File: src/mem_mux_pkg.sv
// Slot index sets priority and every SDRAM address is a 22-bit word address
package mem_mux_pkg;

    // Data words of the 16-bit clients
    typedef logic [15:0] word16_t;

    // Graphics ROM word and SDRAM data bus
    typedef logic [31:0] word32_t;

    // SDRAM word address, 4M words of 32 bits
    typedef logic [21:0] sdram_addr_t;

    // CPU word address, byte address bits 23:1
    typedef logic [22:0] cpu_addr_t;

    // Number of clients sharing the SDRAM
    localparam int NUM_SLOTS = 4;

    typedef logic [$clog2(NUM_SLOTS)-1:0] slot_idx_t;

    // Slot numbers, lowest index wins arbitration
    localparam slot_idx_t SLOT_ROM  = 2'd0;
    localparam slot_idx_t SLOT_RAM  = 2'd1;
    localparam slot_idx_t SLOT_VRAM = 2'd2;
    localparam slot_idx_t SLOT_GFX  = 2'd3;

    // CPU view of VRAM, bytes 0x900000 to 0x92FFFF as word addresses
    localparam cpu_addr_t CPU_VRAM_BASE = 23'h48_0000;
    localparam cpu_addr_t CPU_VRAM_LAST = 23'h49_7FFF;

endpackage

File: src/mem_map_decode.sv
// Unmapped CPU addresses select no slot and the CPU may only write to the RAM region
`timescale 1ns/100ps

module mem_map_decode import mem_mux_pkg::*; #(
    parameter sdram_addr_t ROM_OFFSET  = 22'h00_0000,
    parameter sdram_addr_t RAM_OFFSET  = 22'h10_0000,
    parameter sdram_addr_t VRAM_OFFSET = 22'h10_8000,
    parameter sdram_addr_t GFX_OFFSET  = 22'h20_0000
) (
    input  logic                        main_cs,
    input  cpu_addr_t                   main_addr,
    input  logic                        main_rnw,
    input  logic                        vram_cs,
    input  logic [17:0]                 vram_addr,
    input  logic                        gfx_cs,
    input  sdram_addr_t                 gfx_addr,
    output logic [NUM_SLOTS-1:0]        slot_cs,
    output sdram_addr_t [NUM_SLOTS-1:0] slot_addr,
    output logic                        slot_wr,
    output logic [SLOT_VRAM:0]          main_sel
);

    logic        rom_sel;
    logic        ram_sel;
    logic        vram_sel;
    sdram_addr_t cpu_vram_rel;
    sdram_addr_t vram_local;

    // CPU regions by byte address
    // ROM below 0x200000, RAM at 0xFF0000 and up
    assign rom_sel  = main_cs && main_addr[22:20] == 3'd0;
    assign ram_sel  = main_cs && main_addr[22:15] == 8'hFF;
    assign vram_sel = main_cs && main_addr >= CPU_VRAM_BASE && main_addr <= CPU_VRAM_LAST;

    assign main_sel = {vram_sel, ram_sel, rom_sel};

    // Word offset inside the CPU VRAM window
    assign cpu_vram_rel = sdram_addr_t'(main_addr - CPU_VRAM_BASE);

    // CPU takes the VRAM slot over the video side
    assign vram_local = vram_sel ? cpu_vram_rel : {4'd0, vram_addr};

    assign slot_cs[SLOT_ROM]  = rom_sel;
    assign slot_cs[SLOT_RAM]  = ram_sel;
    assign slot_cs[SLOT_VRAM] = vram_sel || vram_cs;
    assign slot_cs[SLOT_GFX]  = gfx_cs;

    // Additions wrap at 2^22
    assign slot_addr[SLOT_ROM]  = ROM_OFFSET  + {2'd0, main_addr[19:0]};
    assign slot_addr[SLOT_RAM]  = RAM_OFFSET  + {7'd0, main_addr[14:0]};
    assign slot_addr[SLOT_VRAM] = VRAM_OFFSET + vram_local;
    assign slot_addr[SLOT_GFX]  = GFX_OFFSET  + gfx_addr;

    assign slot_wr = ram_sel && !main_rnw;

    // Region windows must never overlap
    always_comb begin
        a_one_region: assert ($onehot0(main_sel))
            else $error("CPU address 0x%h selects more than one region", main_addr);
    end

endmodule

File: src/sdram_slot_arbiter.sv
// One SDRAM access in flight at a time and only the RAM slot writes, data in the low half
`timescale 1ns/100ps

module sdram_slot_arbiter import mem_mux_pkg::*; (
    input  logic                        clk,
    input  logic                        rst,
    input  logic [NUM_SLOTS-1:0]        slot_cs,
    input  logic [NUM_SLOTS-1:0]        slot_hit,
    input  sdram_addr_t [NUM_SLOTS-1:0] slot_addr,
    input  logic                        slot_wr,
    input  word16_t                     main_dout,
    input  logic                        sdram_ack,
    input  logic                        data_rdy,
    input  word32_t                     data_read,
    output logic                        sdram_req,
    output sdram_addr_t                 sdram_addr,
    output logic                        sdram_rnw,
    output word32_t                     data_write,
    output slot_idx_t                   grant_slot,
    output logic                        done,
    output word32_t                     rd_data
);

    typedef enum logic [1:0] {
        ST_IDLE,
        ST_REQ,
        ST_WAIT
    } state_t;

    state_t               state;
    logic [NUM_SLOTS-1:0] pending;
    slot_idx_t            pick;
    logic                 launch;
    logic                 done_q;

    // A slot that already holds its data needs no access
    assign pending = slot_cs & ~slot_hit;

    // Fixed priority pick
    always_comb begin
        pick = '0;
        for (int i = NUM_SLOTS - 1; i >= 0; i--) begin
            if (pending[i]) begin
                pick = slot_idx_t'(i);
            end
        end
    end

    // Skip the done cycle so the result stage can latch first
    assign launch = state == ST_IDLE && |pending && !done_q;

    always_ff @(posedge clk) begin
        if (rst) begin
            state      <= ST_IDLE;
            grant_slot <= '0;
            done_q     <= 1'b0;
        end else begin
            done_q <= 1'b0;
            case (state)
                ST_IDLE: begin
                    if (launch) begin
                        state      <= ST_REQ;
                        grant_slot <= pick;
                    end
                end
                ST_REQ: begin
                    if (sdram_ack) begin
                        state <= ST_WAIT;
                    end
                end
                ST_WAIT: begin
                    if (data_rdy) begin
                        state  <= ST_IDLE;
                        done_q <= 1'b1;
                    end
                end
                default: begin
                    state <= ST_IDLE;
                end
            endcase
        end
    end

    // Request fields stay put until the next launch
    always_ff @(posedge clk) begin
        if (launch) begin
            sdram_addr <= slot_addr[pick];
            sdram_rnw  <= !(pick == SLOT_RAM && slot_wr);
            data_write <= {16'h0000, main_dout};
        end
        if (state == ST_WAIT && data_rdy) begin
            rd_data <= data_read;
        end
    end

    assign sdram_req = state == ST_REQ;

    // Result is dropped if the client left or moved to another address
    assign done = done_q && slot_cs[grant_slot] && slot_addr[grant_slot] == sdram_addr;

    a_req_hold: assert property (@(posedge clk) disable iff (rst)
        sdram_req && !sdram_ack |=> sdram_req && $stable(sdram_addr) && $stable(sdram_rnw));

    // Controller completes only an access that is waiting for its data
    a_rdy_in_wait: assert property (@(posedge clk) disable iff (rst)
        data_rdy |-> state == ST_WAIT);

endmodule

File: src/sdram_slot_mux.sv
// Clients hold cs, address and write data until ok, and SDRAM refresh is left to the controller
`timescale 1ns/100ps

module sdram_slot_mux import mem_mux_pkg::*; #(
    parameter sdram_addr_t ROM_OFFSET  = 22'h00_0000,
    parameter sdram_addr_t RAM_OFFSET  = 22'h10_0000,
    parameter sdram_addr_t VRAM_OFFSET = 22'h10_8000,
    parameter sdram_addr_t GFX_OFFSET  = 22'h20_0000
) (
    input  logic        clk,
    input  logic        rst,
    // CPU bus
    input  logic        main_cs,
    input  cpu_addr_t   main_addr,
    input  logic        main_rnw,
    input  word16_t     main_dout,
    output word16_t     main_data,
    output logic        main_ok,
    // Video side
    input  logic        vram_cs,
    input  logic [17:0] vram_addr,
    output word16_t     vram_data,
    output logic        vram_ok,
    input  logic        gfx_cs,
    input  sdram_addr_t gfx_addr,
    output word32_t     gfx_data,
    output logic        gfx_ok,
    // SDRAM controller
    output logic        sdram_req,
    output sdram_addr_t sdram_addr,
    output logic        sdram_rnw,
    output word32_t     data_write,
    input  logic        sdram_ack,
    input  logic        data_rdy,
    input  word32_t     data_read
);

    logic [NUM_SLOTS-1:0]        slot_cs;
    sdram_addr_t [NUM_SLOTS-1:0] slot_addr;
    logic                        slot_wr;
    logic [SLOT_VRAM:0]          main_sel;
    logic [NUM_SLOTS-1:0]        slot_hit;
    logic [NUM_SLOTS-1:0]        slot_ok;
    slot_idx_t                   grant_slot;
    logic                        done;
    word32_t                     rd_data;
    word16_t [SLOT_VRAM:0]       word_data;

    mem_map_decode #(
        .ROM_OFFSET     ( ROM_OFFSET    ),
        .RAM_OFFSET     ( RAM_OFFSET    ),
        .VRAM_OFFSET    ( VRAM_OFFSET   ),
        .GFX_OFFSET     ( GFX_OFFSET    )
    ) u_decode (
        .main_cs        ( main_cs       ),
        .main_addr      ( main_addr     ),
        .main_rnw       ( main_rnw      ),
        .vram_cs        ( vram_cs       ),
        .vram_addr      ( vram_addr     ),
        .gfx_cs         ( gfx_cs        ),
        .gfx_addr       ( gfx_addr      ),
        .slot_cs        ( slot_cs       ),
        .slot_addr      ( slot_addr     ),
        .slot_wr        ( slot_wr       ),
        .main_sel       ( main_sel      )
    );

    sdram_slot_arbiter u_arbiter (
        .clk            ( clk           ),
        .rst            ( rst           ),
        .slot_cs        ( slot_cs       ),
        .slot_hit       ( slot_hit      ),
        .slot_addr      ( slot_addr     ),
        .slot_wr        ( slot_wr       ),
        .main_dout      ( main_dout     ),
        .sdram_ack      ( sdram_ack     ),
        .data_rdy       ( data_rdy      ),
        .data_read      ( data_read     ),
        .sdram_req      ( sdram_req     ),
        .sdram_addr     ( sdram_addr    ),
        .sdram_rnw      ( sdram_rnw     ),
        .data_write     ( data_write    ),
        .grant_slot     ( grant_slot    ),
        .done           ( done          ),
        .rd_data        ( rd_data       )
    );

    // 16-bit slots, only the RAM slot writes
    for (genvar i = 0; i <= SLOT_VRAM; i++) begin : g_word_slot
        slot_result #(
            .data_t     ( word16_t      )
        ) u_result (
            .clk        ( clk           ),
            .rst        ( rst           ),
            .cs         ( slot_cs[i]    ),
            .addr       ( slot_addr[i]  ),
            .done_here  ( done && grant_slot == slot_idx_t'(i) ),
            .rd_data    ( rd_data       ),
            .wr_data    ( main_dout     ),
            .wr         ( i == SLOT_RAM ? slot_wr : 1'b0 ),
            .data       ( word_data[i]  ),
            .ok         ( slot_ok[i]    ),
            .hit        ( slot_hit[i]   )
        );
    end

    slot_result #(
        .data_t         ( word32_t      )
    ) u_gfx_result (
        .clk            ( clk                       ),
        .rst            ( rst                       ),
        .cs             ( slot_cs[SLOT_GFX]         ),
        .addr           ( slot_addr[SLOT_GFX]       ),
        .done_here      ( done && grant_slot == SLOT_GFX ),
        .rd_data        ( rd_data                   ),
        .wr_data        ( main_dout                 ),
        .wr             ( 1'b0                      ),
        .data           ( gfx_data                  ),
        .ok             ( slot_ok[SLOT_GFX]         ),
        .hit            ( slot_hit[SLOT_GFX]        )
    );

    // CPU data from whichever region it addressed
    always_comb begin
        main_data = '0;
        for (int i = 0; i <= SLOT_VRAM; i++) begin
            if (main_sel[i]) begin
                main_data = word_data[i];
            end
        end
    end

    assign main_ok = |(main_sel & slot_ok[SLOT_VRAM:0]);

    // VRAM slot answers the video side only when the CPU is not on it
    assign vram_data = word_data[SLOT_VRAM];
    assign vram_ok   = slot_ok[SLOT_VRAM] && !main_sel[SLOT_VRAM];
    assign gfx_ok    = slot_ok[SLOT_GFX];

endmodule

File: src/slot_result.sv
// Keeps the last word while cs stays high and forgets it as soon as cs falls
`timescale 1ns/100ps

module slot_result import mem_mux_pkg::*; #(
    parameter type data_t = word16_t
) (
    input  logic        clk,
    input  logic        rst,
    input  logic        cs,
    input  sdram_addr_t addr,
    input  logic        done_here,
    input  word32_t     rd_data,
    input  word16_t     wr_data,
    input  logic        wr,
    output data_t       data,
    output logic        ok,
    output logic        hit
);

    logic        valid;
    sdram_addr_t addr_q;
    logic        wr_q;
    data_t       data_q;
    data_t       fresh;

    // Writes keep the stored word as the slot data
    assign fresh = wr ? data_t'(wr_data) : data_t'(rd_data);

    // Same address and same direction as the last access
    assign hit = cs && valid && addr == addr_q && wr == wr_q;

    // Fresh data goes out in the done cycle itself
    assign ok   = hit || done_here;
    assign data = done_here ? fresh : data_q;

    always_ff @(posedge clk) begin
        if (rst) begin
            valid <= 1'b0;
        end else if (!cs) begin
            valid <= 1'b0;
        end else if (done_here) begin
            valid <= 1'b1;
        end
    end

    always_ff @(posedge clk) begin
        if (done_here) begin
            addr_q <= addr;
            wr_q   <= wr;
            data_q <= fresh;
        end
    end

    // done from the arbiter must only come for a live request
    a_ok_needs_cs: assert property (@(posedge clk) disable iff (rst)
        ok |-> cs);

    // Data holds once ok is given and the request is unchanged
    a_data_hold: assert property (@(posedge clk) disable iff (rst)
        ok ##1 (cs && $stable(addr) && $stable(wr)) |-> ok && $stable(data));

endmodule

File: config.mk
export PLATFORM = sky130hd
export DESIGN_NAME = sdram_slot_mux
export DESIGN_NICKNAME = d
export VERILOG_FILES = /design/src/mem_mux_pkg.sv /design/src/mem_map_decode.sv /design/src/sdram_slot_arbiter.sv /design/src/sdram_slot_mux.sv /design/src/slot_result.sv
export SDC_FILE = /design/constraint.sdc
export NUM_CORES = 1
export LEC_CHECK = 0
export ABC_AREA = 1
export BUFFER_PORTS_ARGS = -buffer_cell sky130_fd_sc_hd__buf_2
export CAP_MARGIN = 15
export CORE_ASPECT_RATIO = 1.25
export CORE_MARGIN = 3
export CORE_UTILIZATION = 50
export CTS_CLUSTER_DIAMETER = 50
export CTS_CLUSTER_SIZE = 16
export DETAILED_ROUTE_END_ITERATION = 6
export GPL_TIMING_DRIVEN = 0
export PLACE_DENSITY = 0.72
export SETUP_SLACK_MARGIN = 0.4
export SYNTH_ARGS = -nofsm -noshare
export SYNTH_HDL_FRONTEND = slang
export SYNTH_HIERARCHICAL = 1
export SYNTH_SLANG_ARGS = --single-unit
File: constraint.sdc
create_clock -name clk -period 12.7 [get_ports clk]
set_input_delay 2.54 -clock clk [delete_from_list [all_inputs] [get_ports clk]]
set_output_delay 2.54 -clock clk [all_outputs]
set_load 0.01 [all_outputs]
==> impl_table.tex <==
\begin{tabular}{lr}
\hline
Metric & Value \\
\hline
\multicolumn{2}{l}{\textbf{GRT}} \\
Grt total ovfl & 0 \\
Maximum number of pins on one net before global-route repair & 28 \\
Initial antenna violation count & 1 \\
Overall routing resource usage & 30.5\% \\
First-pass GRT wire length & between 70000 and 80000 um \\
Via count of the first global-routing pass & 13602 \\
\multicolumn{2}{l}{\textbf{Layout}} \\
Area grow syn2layout & 19.1\% \\
Final design area excluding fillers & 0.0177 sq mm \\
Share of layout cells above drive strength 1 & 18.4\% \\
Final net count & 2517 \\
Number of antenna diodes & 0 \\
\multicolumn{2}{l}{\textbf{Logic synthesis}} \\
Proportion of synthesized flip-flops having asynchronous set or reset & 0\% \\
Seq/Total Area, Yosys & 45.0\% \\
Xor-xnor portion of the synthesized cell area & less than 1\% \\
Most instantiated library cell after synthesis & nand2\_1 \\
Syn\_area\_per\_cell & approximately 7 sq um \\
Gate Count Post-Synth & 2106 \\
Count of different cell masters after synthesis & 36 \\
Yosys synthesis warning count & 6 \\
Cells taking the most area after synthesis & edfxtp\_1 (33\%), nand2\_1 (19\%), dfxtp\_1 (12\%), nor2\_1 (8.3\%), inv\_1 (5.7\%) \\
Portion of netlist area occupied by mux cells & 0\% \\
Post-synth top area share & 33.0\% \\
Fraction of the mapped netlist area in simple logic gates & 33.2\% \\
Yosys reg bits & 252 \\
Top\_reg\_cell synth & edfxtp\_1 \\
Share of synthesized cell area in full adder, half adder and majority cells & 0.337\% \\
Combinational family with the most area after synthesis & simple AND/OR/NAND/NOR gates \\
Number of enable flip-flop cells after synthesis & 163 \\
Top cells by instance count after synthesis & nand2\_1 (748), nor2\_1 (330), inv\_1 (227) \\
Top cell type by total area after synthesis & edfxtp\_1 \\
Synth Area in Compound Gates & under 10\% \\
Post-synthesis cell area & 0.0148 sq mm \\
\multicolumn{2}{l}{\textbf{Routing}} \\
Number of vias after detailed routing & approximately 14000 \\
Detailed-route vias per instance & 5.16 \\
Length of the first detailed-routing pass in iterations & 5 \\
Final wirelength & 50200 um \\
Post-route antenna net violation count & 0 \\
DR iter-0 viols & 1161 \\
Average wire per standard cell & 17.9 um \\
DRC Markers & 0 \\
\multicolumn{2}{l}{\textbf{Placed design}} \\
Total placed instance area & 0.0167 sq mm \\
Detailed placement HPWL & slightly below 40000 um \\
Final estimated routing congestion in global placement & 0.975 \\
Number of I/O port buffers & 203 \\
\multicolumn{2}{l}{\textbf{Power and ir drop}} \\
PD cells & around 120 mW/mm\^{}2 \\
Total power draw & around 2.1 mW \\
Worst IR Drop VDD & 0.139 mV \\
Standby leakage power & slightly below 9 nW \\
\multicolumn{2}{l}{\textbf{Floorplan}} \\
Die outline width & 160 um \\
Starting Density & 51.5\% \\
Core ar. & 0.0288 sq mm \\
Boundary Pins & 242 \\
Die Height & 199 um \\
Die Area & around 0.032 sq mm \\
Standard-cell row count & 69 \\
\multicolumn{2}{l}{\textbf{Clock network}} \\
Resized Gates After CTS & 0 \\
Clock slew at reported path FFs & 0.07 ns \\
Total clock buffers created by CTS & 27 \\
Postcts setup bufs & 0 \\
Clock tree from TritonCTS & yes \\
Clock latency on the worst-skew pair & 0.55 ns \\
CTS H-tree lvls & 1 \\
CTS Hold Buffers Added & 0 \\
Number of sinks driven by the clock tree & between 200 and 300 \\
Cell at the root of the clock tree & clkbuf\_16 \\
Maximum count of clock buffers along a single path & 3 \\
\multicolumn{2}{l}{\textbf{Hold path}} \\
Endpoint of the worst hold path & u\_gfx\_result/data\_q[17] \\
Worst min-delay path startpoint & u\_gfx\_result/data\_q[17] \\
Classification of the worst-slack hold path & reg -> reg \\
Depth of the worst hold-timing path & 2 \\
\multicolumn{2}{l}{\textbf{Timing}} \\
Worst clock skew on the final layout & about 0.020 ns \\
Final-report setup violation count & 0 \\
Min Clock Period, post-route & 10.97 ns \\
Final hold violation count & 0 \\
Slew Viols, Final & 0 \\
Transition time of the tightest slew-check pin & about 0.96 ns \\
Ratio of final minimum period to clock period & 86.4\% \\
Setup repair after global routing missed its margin & no \\
Highest clock rate & 91.2 MHz \\
Slew HR & 35.5\% \\
\multicolumn{2}{l}{\textbf{Job}} \\
Max-cap violation count & 0 \\
\multicolumn{2}{l}{\textbf{Worst setup path}} \\
Worst endpoint data arrival time & 8.43 ns \\
Endpoint required time on the critical path & 10.16 ns \\
Logic depth of the worst register-to-register path & 16 \\
Most frequent cell on the critical path & nand2\_1 \\
FF-to-FF Start & u\_arbiter/grant\_slot[1] \\
Worst reg2reg path endpoint & g\_word\_slot[1].u\_result/data\_q[6] \\
Endpoint class of the critical path & output pin \\
FF-to-FF setup slack & 8.70 ns \\
Critical-path cell with the highest stage delay & nor3\_2 \\
Slowest stage delay, CP & around 0.75 ns \\
Critical path class & in -> out \\
Worst Setup Start Kind & input port \\
Largest fanout of any net on the critical path & 13 \\
\multicolumn{2}{l}{\textbf{Status}} \\
Run status & finished clean \\
\hline
\end{tabular}
## sequential cells by signal, summed over array words and instances, names as in the netlist, 2 cells and up
signal and count:
g_word_slot.u_result/addr_q 66, g_word_slot.u_result/data_q 48, u_arbiter/rd_data 32, u_gfx_result/data_q 32, u_arbiter/sdram_addr 22, u_gfx_result/addr_q 22
u_arbiter/data_write 16, g_word_slot.u_result/valid 3, g_word_slot.u_result/wr_q 3, u_arbiter/grant_slot 2, u_arbiter/state 2
## metrics by stage
step	setup TNS, ns	utilization [%]	hold WS, ns	instances	setup slack [ns]
after global placement	-62.29	57.2	0.431	2741	-1.93
after detailed placement	0	57.9	0.433	2755	1.81
final	0	61.3	0.450	2805	1.73
after CTS	0	61.3	0.450	2805	1.80
after global routing	0	61.3	0.481	2805	1.10
after floorplan	0	-	0.437	2148	1.82
## worst max-delay path by stage
| stage | startpoint | end | slack (ns) | cells after the start |
|---|---|---|---|---|
| floorplan | main_addr[19] | main_data[10] | 1.82 | 32 |
| global placement | main_addr[9] | main_data[5] | -1.93 | 36 |
| detailed placement | main_addr[20] | main_data[6] | 1.81 | 38 |
| CTS | main_addr[20] | main_data[6] | 1.80 | 38 |
| global route | main_addr[12] | main_data[5] | 1.10 | 38 |
| finish | main_addr[9] | main_data[6] | 1.73 | 38 |
## metal layers
layer	GRT usage [%]	wire length [um]
met3	4.48	4020
met2	53.0	24000
met4	15.7	2950
met1	36.9	19300
met5	0	16
## critical path, delay by kind of cell
family	cells	cell delay, ns
XOR/XNOR	1	0.66
buffers and inverters	9	1.48
adder cells (fa/ha/maj)	1	0.20
AO/OA/AOI/OAI	3	0.50
AND/OR/NAND/NOR	24	3.04
## area by class of cell
class | count | area (sq um)
Buffer | 148 | 1070
Clock buffer | 37 | 787
Clock inverter | 13 | 188
Fill cell | 2718 | 11200
Inverter | 240 | 903
Multi-Input combinational cell | 1508 | 6380
Sequential cell | 252 | 6680
Tap cell | 390 | 488
Timing Repair Buffer | 217 | 1190
## cells in the final DEF (no fill, tap or decap), types with 8 or more instances in the layout
| cell | count |
|---|---|
| nand2_1 | 748 |
| nor2_1 | 330 |
| buf_2 | 227 |
| inv_1 | 226 |
| edfxtp_1 | 163 |
| o21ai_0 | 160 |
| buf_4 | 98 |
| nand3_1 | 93 |
| dfxtp_1 | 89 |
| conb_1 | 46 |
| clkbuf_16 | 29 |
| o21ai_1 | 28 |
| buf_6 | 22 |
| o22ai_1 | 22 |
| nand4_1 | 17 |
| clkbuf_1 | 12 |
| nand3b_1 | 11 |
| inv_2 | 9 |
| nand2_2 | 8 |
## kinds of logic (layout without fill, tap and decap cells)
kind of cell	after synthesis	after routing
fa+ha+maj	4	4
compound gates	217	217
other cells	4	46
xor+xnor	8	8
simple gates	1233	1233
flops	252	252
buf+inv	388	655
## where the power goes
part / switching [mW] / internal, mW / leakage [nW]
Clock: 0.372 / 0.474 / 0.475
Sequential: 0.0133 / 0.900 / 2.21
Combinational: 0.230 / 0.119 / 6.17
Power figures use the tool's default switching activity.
